[src/ddr_traffic_pkg.sv]
// shared widths and types for a single chip DDR2 driver with burst length 1 and half-rate columns
package ddr_traffic_pkg;

  // --------------------
  // address and data widths
  // --------------------
  localparam int BANK_BITS  = 2;
  localparam int ROW_BITS   = 13;
  localparam int COL_BITS   = 9;
  localparam int DATA_BYTES = 16;
  localparam int DATA_BITS  = DATA_BYTES * 8;

  // column increment per access at half rate
  localparam int ADDR_STEP = 4;

  typedef struct packed {
    logic [BANK_BITS-1:0] bank;
    logic [ROW_BITS-1:0]  row;
    logic [COL_BITS-1:0]  col;
  } mem_addr_t;

  typedef logic [DATA_BITS-1:0]  data_word_t;
  typedef logic [DATA_BYTES-1:0] byte_en_t;

  typedef enum logic [1:0] {
    idle,
    seq_addr,
    dm_pin,
    addr_pin
  } test_mode_t;

  // --------------------
  // sequencer to execute stages
  // --------------------
  typedef struct packed {
    logic       write_req;
    logic       read_req;
    logic       reset_address;
    logic       reset_be;
    logic       reset_data;
    logic       dgen_load;
    logic       first_write;
    test_mode_t mode;
  } seq_ctrl_t;

endpackage

[src/ddr_lfsr8.sv]
// 8-bit maximal-length LFSR byte source where SEED must be nonzero and load wins over stepping
`timescale 1ns/1ps

module ddr_lfsr8 #(
  parameter logic [7:0] SEED = 8'd1
) (
  input  logic       clk,
  input  logic       reset_n,
  input  logic       enable,
  input  logic       pause,
  input  logic       load,
  input  logic [7:0] ldata,
  output logic [7:0] data
);

  logic feedback;

  // taps 8 6 5 4 give the full 255 state cycle
  assign feedback = data[7] ^ data[5] ^ data[4] ^ data[3];

  always_ff @(posedge clk or negedge reset_n)
  begin
    if (!reset_n)
      data <= SEED;
    else if (load)
      data <= ldata;
    else if (enable && !pause)
      data <= {data[6:0], feedback};
  end

endmodule

[src/ddr_test_sequencer.sv]
// test phase FSM that expects every wdata_req and rdata_valid to follow an accepted request
`timescale 1ns/1ps

module ddr_test_sequencer (
  input  logic                       clk,
  input  logic                       reset_n,
  input  logic                       local_ready,
  input  logic                       local_wdata_req,
  input  logic                       local_rdata_valid,
  input  logic                       reached_max,
  output ddr_traffic_pkg::seq_ctrl_t ctrl,
  output logic                       test_complete
);
  import ddr_traffic_pkg::*;

  typedef enum logic [3:0] {
    s_start,
    s_select,
    s_zero_write,
    s_zero_drain,
    s_reload,
    s_write,
    s_write_drain,
    s_read,
    s_read_drain,
    s_complete
  } seq_state_t;

  seq_state_t state;
  test_mode_t next_test;
  logic [7:0] writes_remaining;
  logic [7:0] reads_remaining;
  logic       write_accept;
  logic       read_accept;

  assign write_accept = ctrl.write_req & local_ready;
  assign read_accept  = ctrl.read_req & local_ready;

  // --------------------
  // outstanding counters
  // --------------------
  always_ff @(posedge clk or negedge reset_n)
  begin
    if (!reset_n)
    begin
      writes_remaining <= '0;
      reads_remaining  <= '0;
    end
    else if (state == s_select)
    begin
      writes_remaining <= '0;
      reads_remaining  <= '0;
    end
    else
    begin
      // accept and strobe in the same cycle cancel out
      if (write_accept && !local_wdata_req)
        writes_remaining <= writes_remaining + 8'd1;
      else if (!write_accept && local_wdata_req && writes_remaining != '0)
        writes_remaining <= writes_remaining - 8'd1;
      if (read_accept && !local_rdata_valid)
        reads_remaining <= reads_remaining + 8'd1;
      else if (!read_accept && local_rdata_valid && reads_remaining != '0)
        reads_remaining <= reads_remaining - 8'd1;
    end
  end

  // --------------------
  // phase machine
  // --------------------
  always_ff @(posedge clk or negedge reset_n)
  begin
    if (!reset_n)
    begin
      state         <= s_start;
      next_test     <= idle;
      ctrl          <= '0;
      test_complete <= 1'b0;
    end
    else
    begin
      case (state)
        s_start:
        begin
          next_test     <= seq_addr;
          test_complete <= 1'b0;
          state         <= s_select;
        end
        s_select:
        begin
          ctrl.reset_address <= 1'b0;
          ctrl.reset_be      <= 1'b0;
          ctrl.write_req     <= 1'b1;
          ctrl.first_write   <= 1'b1;
          ctrl.mode          <= next_test;
          // dm test starts by clearing every byte of the range
          if (next_test == dm_pin)
          begin
            ctrl.reset_data <= 1'b1;
            state           <= s_zero_write;
          end
          else
            state <= s_write;
        end
        s_zero_write:
        begin
          ctrl.first_write <= 1'b0;
          if (write_accept && reached_max)
          begin
            ctrl.write_req <= 1'b0;
            state          <= s_zero_drain;
          end
        end
        s_zero_drain:
        begin
          if (writes_remaining == '0)
          begin
            ctrl.reset_be      <= 1'b1;
            ctrl.reset_address <= 1'b1;
            ctrl.dgen_load     <= 1'b1;
            state              <= s_reload;
          end
        end
        s_reload:
        begin
          ctrl.reset_address <= 1'b0;
          ctrl.dgen_load     <= 1'b0;
          ctrl.reset_be      <= 1'b0;
          ctrl.reset_data    <= 1'b0;
          ctrl.write_req     <= 1'b1;
          state              <= s_write;
        end
        s_write:
        begin
          ctrl.first_write <= 1'b0;
          if (write_accept && reached_max)
          begin
            ctrl.reset_address <= 1'b1;
            ctrl.write_req     <= 1'b0;
            state              <= s_write_drain;
          end
        end
        s_write_drain:
        begin
          ctrl.reset_address <= 1'b0;
          if (writes_remaining == '0)
          begin
            ctrl.dgen_load <= 1'b1;
            ctrl.reset_be  <= 1'b1;
            ctrl.read_req  <= 1'b1;
            state          <= s_read;
          end
        end
        s_read:
        begin
          ctrl.dgen_load <= 1'b0;
          ctrl.reset_be  <= 1'b0;
          if (read_accept && reached_max)
          begin
            ctrl.read_req <= 1'b0;
            state         <= s_read_drain;
          end
        end
        s_read_drain:
        begin
          if (reads_remaining == '0)
          begin
            ctrl.reset_address <= 1'b1;
            ctrl.mode          <= idle;
            case (ctrl.mode)
              seq_addr:
              begin
                next_test <= dm_pin;
                state     <= s_select;
              end
              dm_pin:
              begin
                next_test <= addr_pin;
                state     <= s_select;
              end
              default:
              begin
                ctrl.dgen_load <= 1'b1;
                state          <= s_complete;
              end
            endcase
          end
        end
        s_complete:
        begin
          ctrl.reset_address <= 1'b0;
          ctrl.reset_be      <= 1'b0;
          ctrl.dgen_load     <= 1'b0;
          test_complete      <= 1'b1;
          state              <= s_start;
        end
        default:
          state <= s_start;
      endcase
    end
  end

  // write and read phases never overlap
  a_req_exclusive: assert property (@(posedge clk) disable iff (!reset_n)
    !(ctrl.write_req && ctrl.read_req));

  // every strobe from the memory matches an earlier acceptance
  a_write_count: assert property (@(posedge clk) disable iff (!reset_n)
    local_wdata_req |-> writes_remaining != '0);
  a_read_count: assert property (@(posedge clk) disable iff (!reset_n)
    local_rdata_valid |-> reads_remaining != '0);

endmodule

[src/ddr_addr_gen.sv]
// address generator where MAX_COL must be a multiple of ADDR_STEP and walking covers all row bits
`timescale 1ns/1ps

module ddr_addr_gen #(
  parameter int MAX_ROW  = 3,
  parameter int MAX_COL  = 16,
  parameter int MAX_BANK = 3
) (
  input  logic                       clk,
  input  logic                       reset_n,
  input  logic                       local_ready,
  input  ddr_traffic_pkg::seq_ctrl_t ctrl,
  output ddr_traffic_pkg::mem_addr_t addr,
  output logic                       reached_max
);
  import ddr_traffic_pkg::*;

  localparam logic [ROW_BITS-1:0]  row_last   = ROW_BITS'(MAX_ROW);
  localparam logic [COL_BITS-1:0]  col_last   = COL_BITS'(MAX_COL);
  localparam logic [BANK_BITS-1:0] bank_last  = BANK_BITS'(MAX_BANK);
  localparam logic [ROW_BITS-1:0]  row_msb    = {1'b1, {(ROW_BITS-1){1'b0}}};
  localparam logic [ROW_BITS-1:0]  row_msb_lo = {1'b0, {(ROW_BITS-1){1'b1}}};

  mem_addr_t              seq_next;
  mem_addr_t              walk_next;
  logic [BANK_BITS-1:0]   bank_inc;
  logic                   advance;
  logic                   walk_mode;

  assign walk_mode = (ctrl.mode == dm_pin) || (ctrl.mode == addr_pin);
  assign advance   = local_ready && (ctrl.write_req || ctrl.read_req) && (ctrl.mode != idle);
  assign bank_inc  = (addr.bank == bank_last) ? '0 : addr.bank + 1'b1;

  // last address of the range for the current test
  assign reached_max = walk_mode ? (addr.row == '1) :
                       (ctrl.mode == seq_addr) && (addr.col == col_last) &&
                       (addr.row == row_last) && (addr.bank == bank_last);

  // --------------------
  // sequential stepping
  // --------------------
  always_comb
  begin
    seq_next = addr;
    if (addr.col >= col_last)
    begin
      seq_next.col = '0;
      if (addr.row == row_last)
      begin
        seq_next.row  = '0;
        seq_next.bank = bank_inc;
      end
      else
        seq_next.row = addr.row + 1'b1;
    end
    else
      seq_next.col = addr.col + COL_BITS'(ADDR_STEP);
  end

  // --------------------
  // walking one then walking zero
  // --------------------
  always_comb
  begin
    walk_next.bank = bank_inc;
    if (addr.row == '0)
    begin
      walk_next.row = ROW_BITS'(1);
      walk_next.col = COL_BITS'(4);
    end
    else if (addr.row == row_msb)
    begin
      // switch over to a walking zero
      walk_next.row = {{(ROW_BITS-1){1'b1}}, 1'b0};
      walk_next.col = {{(COL_BITS-3){1'b1}}, 3'b000};
    end
    else if (addr.row == row_msb_lo)
    begin
      walk_next.row = '1;
      walk_next.col = {{(COL_BITS-2){1'b1}}, 2'b00};
    end
    else
    begin
      walk_next.row = {addr.row[ROW_BITS-2:0], addr.row[ROW_BITS-1]};
      // low two column bits stay put
      walk_next.col = {addr.col[COL_BITS-2:2], addr.col[COL_BITS-1], addr.col[1:0]};
    end
  end

  always_ff @(posedge clk or negedge reset_n)
  begin
    if (!reset_n)
      addr <= '0;
    else if (ctrl.reset_address)
      addr <= '0;
    else if (advance)
      addr <= walk_mode ? walk_next : seq_next;
  end

endmodule

[src/ddr_data_gen.sv]
// write data and byte enable source where memory takes the word in its wdata_req cycle
`timescale 1ns/1ps

module ddr_data_gen (
  input  logic                        clk,
  input  logic                        reset_n,
  input  logic                        local_wdata_req,
  input  logic                        local_rdata_valid,
  input  ddr_traffic_pkg::seq_ctrl_t  ctrl,
  output ddr_traffic_pkg::data_word_t wdata,
  output ddr_traffic_pkg::data_word_t expected,
  output ddr_traffic_pkg::byte_en_t   be
);
  import ddr_traffic_pkg::*;

  data_word_t lfsr_data;
  data_word_t ldata;
  logic       lfsr_enable;
  logic       lfsr_pause;
  logic       dm_mode;
  logic       be_step;
  logic       be_all_ones;

  assign dm_mode = (ctrl.mode == dm_pin);

  // the zero pass does not consume the sequence
  assign lfsr_enable = ~ctrl.reset_data;
  assign lfsr_pause  = ~(local_wdata_req | local_rdata_valid);

  for (genvar lane = 0; lane < DATA_BYTES; lane++)
  begin : g_lane
    ddr_lfsr8 #(
      .SEED (8'(1 + 10 * lane))
    ) u_lfsr (
      .clk     (clk),
      .reset_n (reset_n),
      .enable  (lfsr_enable),
      .pause   (lfsr_pause),
      .load    (ctrl.dgen_load),
      .ldata   (ldata[8*lane +: 8]),
      .data    (lfsr_data[8*lane +: 8])
    );
  end

  // start of the write sequence, replayed for the read pass
  always_ff @(posedge clk)
  begin
    if (ctrl.first_write)
      ldata <= lfsr_data;
  end

  assign wdata    = ctrl.reset_data ? '0 : lfsr_data;
  assign expected = lfsr_data;

  // --------------------
  // byte enable rotator
  // --------------------
  assign be_step     = dm_mode && ((local_wdata_req && !ctrl.reset_data) || local_rdata_valid);
  assign be_all_ones = !dm_mode || ctrl.reset_data;

  always_ff @(posedge clk or negedge reset_n)
  begin
    if (!reset_n)
      be <= '1;
    else if (ctrl.reset_be)
      be <= byte_en_t'(1);
    else if (be_step)
      be <= {be[DATA_BYTES-2:0], be[DATA_BYTES-1]};
    else if (be_all_ones)
      be <= '1;
  end

  a_be_shape: assert property (@(posedge clk) disable iff (!reset_n)
    $onehot(be) || (&be));

endmodule

[src/ddr_read_checker.sv]
// read checker whose lane flags lag rdata_valid by 3 cycles and the persist flag by 4
`timescale 1ns/1ps

module ddr_read_checker (
  input  logic                        clk,
  input  logic                        reset_n,
  input  logic                        local_rdata_valid,
  input  ddr_traffic_pkg::data_word_t local_rdata,
  input  ddr_traffic_pkg::data_word_t expected,
  input  ddr_traffic_pkg::byte_en_t   be,
  output ddr_traffic_pkg::byte_en_t   pnf_per_byte,
  output logic                        pnf_persist
);
  import ddr_traffic_pkg::*;

  byte_en_t compare;
  byte_en_t compare_reg;
  byte_en_t compare_valid;
  logic     last_rdata_valid;
  logic     rdata_seen;
  logic     rdata_seen_d1;
  logic     rdata_seen_d2;
  logic     persist_pre;
  logic     persist_hold;

  // disabled lanes must read back the zeros written earlier
  always_comb
  begin
    for (int lane = 0; lane < DATA_BYTES; lane++)
      compare[lane] = ((expected[8*lane +: 8] & {8{be[lane]}}) == local_rdata[8*lane +: 8]);
  end

  assign persist_hold = rdata_seen_d2 ? persist_pre : 1'b1;

  always_ff @(posedge clk or negedge reset_n)
  begin
    if (!reset_n)
    begin
      compare_reg      <= '1;
      compare_valid    <= '1;
      pnf_per_byte     <= '1;
      last_rdata_valid <= 1'b0;
      rdata_seen       <= 1'b0;
      rdata_seen_d1    <= 1'b0;
      rdata_seen_d2    <= 1'b0;
      persist_pre      <= 1'b0;
      pnf_persist      <= 1'b0;
    end
    else
    begin
      compare_reg      <= compare;
      last_rdata_valid <= local_rdata_valid;
      if (local_rdata_valid)
        rdata_seen <= 1'b1;
      rdata_seen_d1 <= rdata_seen;
      rdata_seen_d2 <= rdata_seen_d1;
      // only returned words update the lane flags
      if (last_rdata_valid)
        compare_valid <= compare_reg;
      persist_pre  <= (&compare_valid) && rdata_seen_d1 && persist_hold;
      pnf_per_byte <= compare_valid;
      pnf_persist  <= persist_pre;
    end
  end

endmodule

[src/ddr_traffic_driver.sv]
// DDR2 local interface traffic driver with burst length 1 and one chip that loops its tests forever
`timescale 1ns/1ps

module ddr_traffic_driver #(
  parameter int MAX_ROW  = 3,
  parameter int MAX_COL  = 16,
  parameter int MAX_BANK = 3
) (
  input  logic                        clk,
  input  logic                        reset_n,
  input  logic                        local_ready,
  input  logic                        local_wdata_req,
  input  logic                        local_rdata_valid,
  input  ddr_traffic_pkg::data_word_t local_rdata,
  output ddr_traffic_pkg::mem_addr_t  local_addr,
  output logic                        local_write_req,
  output logic                        local_read_req,
  output ddr_traffic_pkg::data_word_t local_wdata,
  output ddr_traffic_pkg::byte_en_t   local_be,
  output ddr_traffic_pkg::byte_en_t   pnf_per_byte,
  output logic                        pnf_persist,
  output logic                        test_complete,
  output logic [7:0]                  test_status
);
  import ddr_traffic_pkg::*;

  seq_ctrl_t  ctrl;
  logic       reached_max;
  data_word_t expected;

  assign local_write_req = ctrl.write_req;
  assign local_read_req  = ctrl.read_req;

  // one bit per active test, complete on top
  assign test_status = {test_complete, 3'b000, ctrl.mode == addr_pin,
                        ctrl.mode == dm_pin, 1'b0, ctrl.mode == seq_addr};

  ddr_test_sequencer u_sequencer (
    .clk               (clk),
    .reset_n           (reset_n),
    .local_ready       (local_ready),
    .local_wdata_req   (local_wdata_req),
    .local_rdata_valid (local_rdata_valid),
    .reached_max       (reached_max),
    .ctrl              (ctrl),
    .test_complete     (test_complete)
  );

  ddr_addr_gen #(
    .MAX_ROW  (MAX_ROW),
    .MAX_COL  (MAX_COL),
    .MAX_BANK (MAX_BANK)
  ) u_addr_gen (
    .clk         (clk),
    .reset_n     (reset_n),
    .local_ready (local_ready),
    .ctrl        (ctrl),
    .addr        (local_addr),
    .reached_max (reached_max)
  );

  ddr_data_gen u_data_gen (
    .clk               (clk),
    .reset_n           (reset_n),
    .local_wdata_req   (local_wdata_req),
    .local_rdata_valid (local_rdata_valid),
    .ctrl              (ctrl),
    .wdata             (local_wdata),
    .expected          (expected),
    .be                (local_be)
  );

  ddr_read_checker u_read_checker (
    .clk               (clk),
    .reset_n           (reset_n),
    .local_rdata_valid (local_rdata_valid),
    .local_rdata       (local_rdata),
    .expected          (expected),
    .be                (local_be),
    .pnf_per_byte      (pnf_per_byte),
    .pnf_persist       (pnf_persist)
  );

endmodule

[config.mk]
export PLATFORM = sky130hd
export DESIGN_NAME = ddr_traffic_driver
export DESIGN_NICKNAME = d
export VERILOG_FILES = /design/src/ddr_traffic_pkg.sv /design/src/ddr_lfsr8.sv /design/src/ddr_test_sequencer.sv /design/src/ddr_addr_gen.sv /design/src/ddr_data_gen.sv /design/src/ddr_read_checker.sv /design/src/ddr_traffic_driver.sv
export SDC_FILE = /design/constraint.sdc
export NUM_CORES = 1
export LEC_CHECK = 0
export CAP_MARGIN = 30
export CORE_MARGIN = 1
export CORE_UTILIZATION = 60
export CTS_CLUSTER_DIAMETER = 200
export CTS_CLUSTER_SIZE = 16
export DETAILED_ROUTE_END_ITERATION = 7
export DONT_BUFFER_PORTS = 1
export PLACE_DENSITY = 0.76
export SETUP_SLACK_MARGIN = 0.02
export SLEW_MARGIN = 5
export SYNTH_ARGS = -nofsm -noshare
export SYNTH_HDL_FRONTEND = slang
export SYNTH_SLANG_ARGS = --single-unit
[constraint.sdc]
create_clock -name clk -period 4.25 [get_ports clk]
set_input_delay 0.85 -clock clk [delete_from_list [all_inputs] [get_ports clk]]
set_output_delay 0.85 -clock clk [all_outputs]
set_load 0.02 [all_outputs]
After elaboration in Yosys (flattened, before gate mapping) --
Cells that the tools add are included.
Storage, ports and cells: flip-flop bits (word level) 382, bits of input ports 133, output and inout bits 196, logic and storage cells 325
Operators by class: add/sub/neg operators 7, order comparisons 1, equality and inequality tests 47, multiplexer cells 86, bitwise logic cells 68, reductions and logical operators 72
Operators by type and width (number):
- $mux 8 | 38
- $and 8x8->8 | 16
- $eq 8x8->1 | 16
- $mux 128 | 1
- $mux 24 | 3
- $mux 22 | 3
- $mux 16 | 3
- $xor 1x1->1 | 48
- $pmux 4 s9 | 1
- $mux 4 | 7
- $eq 13x13->1 const B | 2
- $reduce_bool 3->1 | 7
- $reduce_bool 2->1 | 10
- $logic_and 1x1->1 | 18
- $add 8x1->8 const B | 2
- $eq 4x3->1 const B | 4
- $logic_not 8->1 | 2
- $ne 2x1->1 const B | 8
- $reduce_and 16->1 | 1
- $reduce_bool 8->1 | 2
- $sub 8x1->8 const B | 2
- $mux 15 | 1
- $add 13x1->13 const B | 1
- $eq 13x12->1 const B | 1
- other kinds (37) | 84

Depth between registers and ports, before layout --
Gate-level depths: netlist of the first run.
depth after elaboration 8, depth in mapped cells 11, gate-level depth less buffers 10

Cells and area by module --
From an unflattened synthesis of the first run, not the netlist that was laid out.
Unflattened totals: cells, all modules 1979, area total of the unflattened synthesis 21003.9 sq um
Modules (own cells, without submodules):
- ddr_data_gen | instances 1, cells an instance 350, area an instance 5575.3 sq um, sequential area each 4264.1 sq um
- ddr_read_checker | instances 1, cells an instance 562, area an instance 4753.3 sq um, sequential area each 1411.4 sq um
- ddr_test_sequencer | instances 1, cells an instance 245, area an instance 2232.1 sq um, sequential area each 800.8 sq um
- ddr_lfsr8 at u_data_gen.g_lane[12].u_lfsr ... | instances 5, cells an instance 39, area an instance 422.9 sq um, sequential area each 206.4 sq um
- ddr_lfsr8 at u_data_gen.g_lane[13].u_lfsr ... | instances 5, cells an instance 39, area an instance 420.4 sq um, sequential area each 203.9 sq um
- ddr_lfsr8 at u_data_gen.g_lane[10].u_lfsr ... | instances 4, cells an instance 39, area an instance 421.7 sq um, sequential area each 205.2 sq um
- ddr_addr_gen | instances 1, cells an instance 189, area an instance 1634.1 sq um, sequential area each 550.5 sq um
- ddr_lfsr8 at u_data_gen.g_lane[11].u_lfsr | instances 1, cells an instance 39, area an instance 424.2 sq um, sequential area each 207.7 sq um
- ddr_lfsr8 at u_data_gen.g_lane[0].u_lfsr | instances 1, cells an instance 39, area an instance 417.9 sq um, sequential area each 201.4 sq um
- ddr_traffic_driver | instances 1, cells an instance 9, area an instance 63.8 sq um, sequential area each 0.0 sq um

Worst setup path before layout of the first run --
No wires, ideal clock.
kind register -> register, from reg, netlist name u_sequencer.ctrl[2], to reg, netlist name u_sequencer.ctrl[2], setup time 0.088 ns, arrival 3.491 ns, slack 0.671 ns, cell stages (with the launch flop) 3, period minus slack after synthesis 3.579 ns, cell sequence dfrtp_1 > o21ai_0 > a21oi_1

Final worst setup path of the first run --
from reg, netlist name u_sequencer.ctrl[4], to out local_wdata[95]
Between the ends: longest elaborated chain between the ends 1
Ends and longest elaborated chain:
- $mux 128 | RTL line ddr_data_gen.sv:52 | assign wdata = ctrl.reset_data ? '0 : lfsr_data;
- to (decl) | RTL line ddr_traffic_driver.sv:18 | output ddr_traffic_pkg::data_word_t local_wdata,
No other way between the ends.

==> results.cfg, run 1 <==
[status]
status = finished, final reports clean

[yosys]
synth.largest_area_cell = edfxtp_1
avgSynthCellArea_sq_um = 10.1
synth_warnings = 0
synth_edf_count = 128
synth-seq-cells = 380
synth_cell_types = 66
synth.cell_area_sq_mm = 0.0200
synth.area.top_cells = edfxtp_1 19%, dfstp_2 17%, dfrtp_1 16%
ys.flop_type = edfxtp_1
synth_top_area_share_pct = 19.2
post_synth_inst_count = 1981
seq_area_frac_synth_pct = 51.5
async_flop_share_pct = 66.3

[worst_setup_path]
rr_endpoint = u_sequencer.state[2]$_DFFE_PN0P_
reg2reg_depth = 8
crit_path_max_fanout = 72
worst-r2r-setup-slack_ps = 1160
cp-end-kind = output port
crit_path_cell_trace = buf_4 -> nor2b_1
r2r-start = u_sequencer.ctrl[0]$_DFFE_PN0P_
crit_arrival_ps = 2370
critPathLaunchType = register
critPathBufInv = 1
crit_type = register to output port
critical_path_required_ps = 3400
critPathSlowestCell = dfrtp_4
cpPeakStageDelay_ps = 890
cp_top_family = flip-flops

[min_path]
min_path_type = input pin to asynchronous set/reset pin

[placed_design]
port_buffers = 0
pre_cts_slack_ps = 971
gp_congestion = 0.823
dp_hpwl_microns = 29800

[final_layout]
final_util_pct = 64.3
drive_gt1_share_pct = 10.8
area_delta_synth_final_pct = 5.05
final_nets = 2053
final_common_cell = o21ai_0
final_cell_mix = 289 x o21ai_0, 193 x nand2_1, 134 x nor2b_1, 134 x nor2_1, 128 x edfxtp_1
reg_top3 = u_data_gen.g_lane.u_lfsr.data: 128 flops, u_data_gen.ldata: 128 flops, u_addr_gen.addr: 22 flops

[cts]
ctsResizeCount = 0
post_cts_buffers = 0
cts_made_buffers = 27
htree_num_levels = 1
clkSinkCount = 380
cts-root-buf = clkbuf_16
clk_latency_ps = 550
holdBufCountCts = 2
clk_pin_slew_ps = 70
cts_tree = yes
max-clock-path-buffers = 3

[power_and_ir_drop]
peakVddDrop_mv = 0.442
p_leak_nw = 7.47
power_density_mw_per_mm2 = 714

[sta]
finalMaxSlewViolations = 0
setup_viol = 0
relSlewSlack_pct = 41.2
rsz0062_at_grt = no
fin_tns_setup_ps = 0
worst_slew_pin_slew_ps = 879
min_period_ps = 3220
max_freq_mhz = 310
skew_ps = 12.7
hold_viol = 0
finalCritPeriodShare_pct = 75.8
layout_setup_ws_ps = 1030

[global_route]
grt_max_degree = 130
overflow = 0
antenna_found_initial = 0
first_global_vias = 13500
grtUsageTotal_pct = 26.4
grt_pass1_wl_microns = 71300

[floorplan]
rows = 66
dieArea_sq_mm = 0.0341
die_y_microns = 185
initial_core_util_pct = 61.3
ios = 329
core_sq_mm = 0.0327
fp.dieW_microns = 185

[route]
drcViolationCount = 0
routedWlPerCell_microns = 19.3
via_per_inst = 6.11
drt_iter0_markers = 804
ant_nets = 0
routed_wl_microns = 45600
vias = 14400
dr.pass1.iters = 6

[flow_run]
cap_violations = 0
## synthesized netlist by cell type (5+ instances only)
| master | count |
|---|---|
| xnor2_1 | 122 |
| nor2b_1 | 134 |
| a22oi_1 | 66 |
| dfrtp_1 | 125 |
| nand4_1 | 5 |
| mux2_2 | 17 |
| nor3_1 | 10 |
| nand2b_1 | 8 |
| ha_1 | 21 |
| buf_4 | 11 |
| a21oi_1 | 36 |
| or2_2 | 8 |
| nor2_1 | 135 |
| edfxtp_1 | 128 |
| o21ai_0 | 289 |
| o31ai_1 | 15 |
| nand3b_1 | 68 |
| xor2_1 | 10 |
| clkbuf_1 | 111 |
| o221ai_1 | 6 |
| inv_1 | 21 |
| a22o_1 | 7 |
| dfstp_2 | 127 |
| o22ai_1 | 19 |
| a31oi_1 | 6 |
| nand3_1 | 81 |
| a21o_1 | 6 |
| mux2i_1 | 115 |
| nand2_1 | 193 |
| nor4_1 | 25 |
## kinds of logic after synthesis
family,count (synthesis),synth area share (%)
other,1,0.0187
buffers and inverters,153,3.25
multiplexers,132,6.70
flip-flops,380,51.5
adder cells (fa/ha/maj),23,1.51
XOR/XNOR,132,5.77
AND/OR/NAND/NOR,680,17.2
AO/OA/AOI/OAI,480,14.1
## area by class of cell
class                   count  area [sq um]
flip-flops and latches    380         10300
clock buffers              48           754
clock inverters             2          38.8
repair buffers             14           193
fillers                  2598         11700
multi-input cells        1453          9100
well taps                 442           553
inverters                  21          78.8
diodes                      1          2.50
## metal layers
layer | GRT usage, % | part of all wire, % | vias to the layer above
met3 | 5.35 | 6.8 | 68
li1 | - | - | 6849
met4 | 7.34 | 2.5 | 0
met5 | 0 | 0 | -
met1 | 35.2 | 43 | 7037
met2 | 43.8 | 48 | 466
## how the worst max path moves through the flow
| stage | start | endpoint | slack [ps] | cells after the start |
|---|---|---|---|---|
| after floorplan | u_sequencer.ctrl[2]$_DFFE_PN0P_ | u_sequencer.ctrl[2]$_DFFE_PN0P_ | 670 | 2 |
| after global placement | local_wdata_req | u_sequencer.writes_remaining[7]$_DFFE_PN0P_ | 1050 | 9 |
| after detailed placement | local_wdata_req | u_sequencer.writes_remaining[7]$_DFFE_PN0P_ | 970 | 9 |
| after CTS | u_sequencer.ctrl[4]$_DFFE_PN0P_ | local_wdata[95] | 940 | 2 |
| after global routing | u_sequencer.ctrl[4]$_DFFE_PN0P_ | local_wdata[95] | 830 | 2 |
| final | u_sequencer.ctrl[4]$_DFFE_PN0P_ | local_wdata[95] | 1030 | 2 |
## where the power goes
group | internal, mW | switching (mW)
sequential | 5.66 | 1.84
combinational | 2.24 | 2.84
clock | 1.26 | 1.20
total | 9.16 | 5.88
## through the flow
| stage | hold slack (ps) | instance area (sq um) | std cells | total power [mW] |
|---|---|---|---|---|
| 2_1_floorplan | 346 | 20000 | 1986 | 11.4 |
| 3_3_place_gp | 363 | 20200 | 2305 | 12.3 |
| 4_1_cts | 124 | 21000 | 2358 | 15.1 |
| 5_1_grt | 126 | 21000 | 2360 | 16.1 |
| 3_5_place_dp | 366 | 20200 | 2306 | 12.6 |
| 6_report | 157 | 21000 | 2361 | 15.0 |
Power figures use the tool's default switching activity.
==> run 2, diff against run 1 <==
==> constraint.sdc (replaced) <==
create_clock -name clk -period 3.3 [get_ports clk]
set_input_delay 0.66 -clock clk [delete_from_list [all_inputs] [get_ports clk]]
set_output_delay 0.66 -clock clk [all_outputs]
set_load 0.02 [all_outputs]
==> results.cfg, run 2 (synthesized netlist as in run 1, its figures left out) <==
[status]
status = complete, but fails checks
violations = negative hold slack

[power_and_ir_drop]
seqPwrFrac_pct = 49.3
peakVddDrop_mv = 0.563
pwr-share-comb_pct = 34.3
power_switching_mw = 7.58
clkPwrFrac_pct = 16.4
power_density_mw_per_mm2 = 919
switching_share_pct = 39.1
p_leak_nw = 7.51
internal-power_mw = 11.8

[cts]
ctsResizeCount = 0
clkSinkCount = 380
clk_latency_ps = 540
max-clock-path-buffers = 3
cts_tree = yes
cts-root-buf = clkbuf_16
cts_made_buffers = 27
htree_num_levels = 1
post_cts_buffers = 0
clk_pin_slew_ps = 80

[floorplan]
initial_core_util_pct = 61.3
rows = 66
ios = 329
die_y_microns = 185
dieArea_sq_mm = 0.0341
fp.dieW_microns = 185
core_sq_mm = 0.0327

[final_layout]
drive_gt1_share_pct = 11.3
final_common_cell = o21ai_0
fillers = 2586
final_util_pct = 64.6
final_nets = 2064
reg_top3 = u_data_gen.g_lane.u_lfsr.data: 128 flops, u_data_gen.ldata: 128 flops, u_addr_gen.addr: 22 flops
final_cell_mix = 289 x o21ai_0, 193 x nand2_1, 134 x nor2b_1, 134 x nor2_1, 128 x edfxtp_1
area_delta_synth_final_pct = 5.42
antenna-diode-count = 0
register_area_sq_mm = 0.0103
multi_input_area_sq_mm = 0.00910

[route]
via_per_inst = 6.19
ant_nets = 0
drcViolationCount = 0
vias = 14700
dr.pass1.iters = 5
routed_wl_microns = 45700
drt_iter0_markers = 1091
routedWlPerCell_microns = 19.3

[global_route]
first_global_vias = 13500
grt_max_degree = 253
antenna_found_initial = 0
grtUsageTotal_pct = 26.3
overflow = 0
grt_pass1_wl_microns = 71500

[sta]
finalCritPeriodShare_pct = 86.5
layout_setup_ws_ps = 447
whs_ps = -191
hold_viol = 127
skew_ps = 12.3
relSlewSlack_pct = 44.5
max_freq_mhz = 350
finalMaxSlewViolations = 0
worst_slew_pin_slew_ps = 833
fin_tns_setup_ps = 0
min_period_ps = 2850
rsz0062_at_grt = no
setup_viol = 0

[worst_setup_path]
crit_type = register to register
crit_path_max_fanout = 7
cp-startpoint = u_addr_gen.addr[14]$_DFFE_PN0P_
cpPeakStageDelay_ps = 630
crit_path_cell_trace = or4_4 -> nor4_4 -> nand4_1 -> a21o_1 -> a221oi_4 -> o21ai_2 -> a211o_1
critPathSlowestCell = or4_4
cp-end-kind = register
r2r-start = u_addr_gen.addr[14]$_DFFE_PN0P_
setup.worst_path.end = u_sequencer.state[2]$_DFFE_PN0P_
rr_endpoint = u_sequencer.state[2]$_DFFE_PN0P_
crit_arrival_ps = 3290
worst-r2r-setup-slack_ps = 450
reg2reg_depth = 7
critPathLaunchType = register
critical_path_required_ps = 3740

[placed_design]
pre_cts_slack_ps = 326
port_buffers = 0
gp_congestion = 0.824
dp_hpwl_microns = 30300

[min_path]
min_path_type = input pin to asynchronous set/reset pin

[flow_run]
cap_violations = 0
run 2: cell types whose count changed in the layout (fill, tap and decap cells not counted), sizes merged:
| cell | delta |
|---|---|
| buf | +12 |
| diode | -1 |
| dlygate4sd3 | -1 |
| inv | -1 |
run 2: routing by layer:
metal  wire length, microns  track usage [%]
met1                  19600             35.8
met2                  21500             42.6
met3                   3500             5.71
met4                   1140             7.21
met5                      0                0
run 2: area by class of cell:
cell class              instances  area share [%]
well taps                     442            2.62
repair buffers                 25            1.32
inverters                      21           0.373
flip-flops and latches        380            48.9
clock inverters                 1           0.142
multi-input cells            1453            43.1
clock buffers                  48            3.57
run 2: worst min-delay path by stage:
stage                                                      startpoint                                         endpoint  slack (ps)
after floorplan                 u_read_checker.rdata_seen$_DFFE_PN0P_           u_read_checker.rdata_seen_d1$_DFF_PN0_         350
after global placement    u_read_checker.compare_valid[5]$_DFFE_PN1P_         u_read_checker.pnf_per_byte[5]$_DFF_PN1_         360
after detailed placement                                      reset_n  u_data_gen.g_lane[1].u_lfsr.data[7]$_DFFE_PN0P_         370
after CTS                                                     reset_n  u_data_gen.g_lane[1].u_lfsr.data[7]$_DFFE_PN0P_        -210
after global routing                                          reset_n  u_data_gen.g_lane[1].u_lfsr.data[7]$_DFFE_PN0P_        -210
final                                                         reset_n  u_data_gen.g_lane[1].u_lfsr.data[7]$_DFFE_PN0P_        -190
run 2: per-stage QoR:
step	instances	instance area, sq um	hold slack (ps)	power [mW]
finish	2370	21100	-191	19.4
global placement	2318	20300	363	15.9
floorplan	1986	20100	346	14.7
global route	2370	21100	-212	20.7
CTS	2369	21100	-206	19.5
detailed placement	2320	20300	365	16.3
run 2: power groups by stage:
stage          Sequential, mW  Combinational (mW)  Clock, mW
3_3_place_gp             9.46                6.42          0
6_report                 9.56                6.66       3.18
4_1_cts                  9.55                6.69       3.26
3_5_place_dp             9.62                6.66          0
5_1_grt                  9.86                7.43       3.44
2_1_floorplan            8.73                5.95          0
run 2: critical path, delay by kind of cell (launching register included):
family	cells	cell delay [ps]
and+or+nand+nor	3	1150
AOI/OAI and AO/OA	4	1060
DFF	1	530
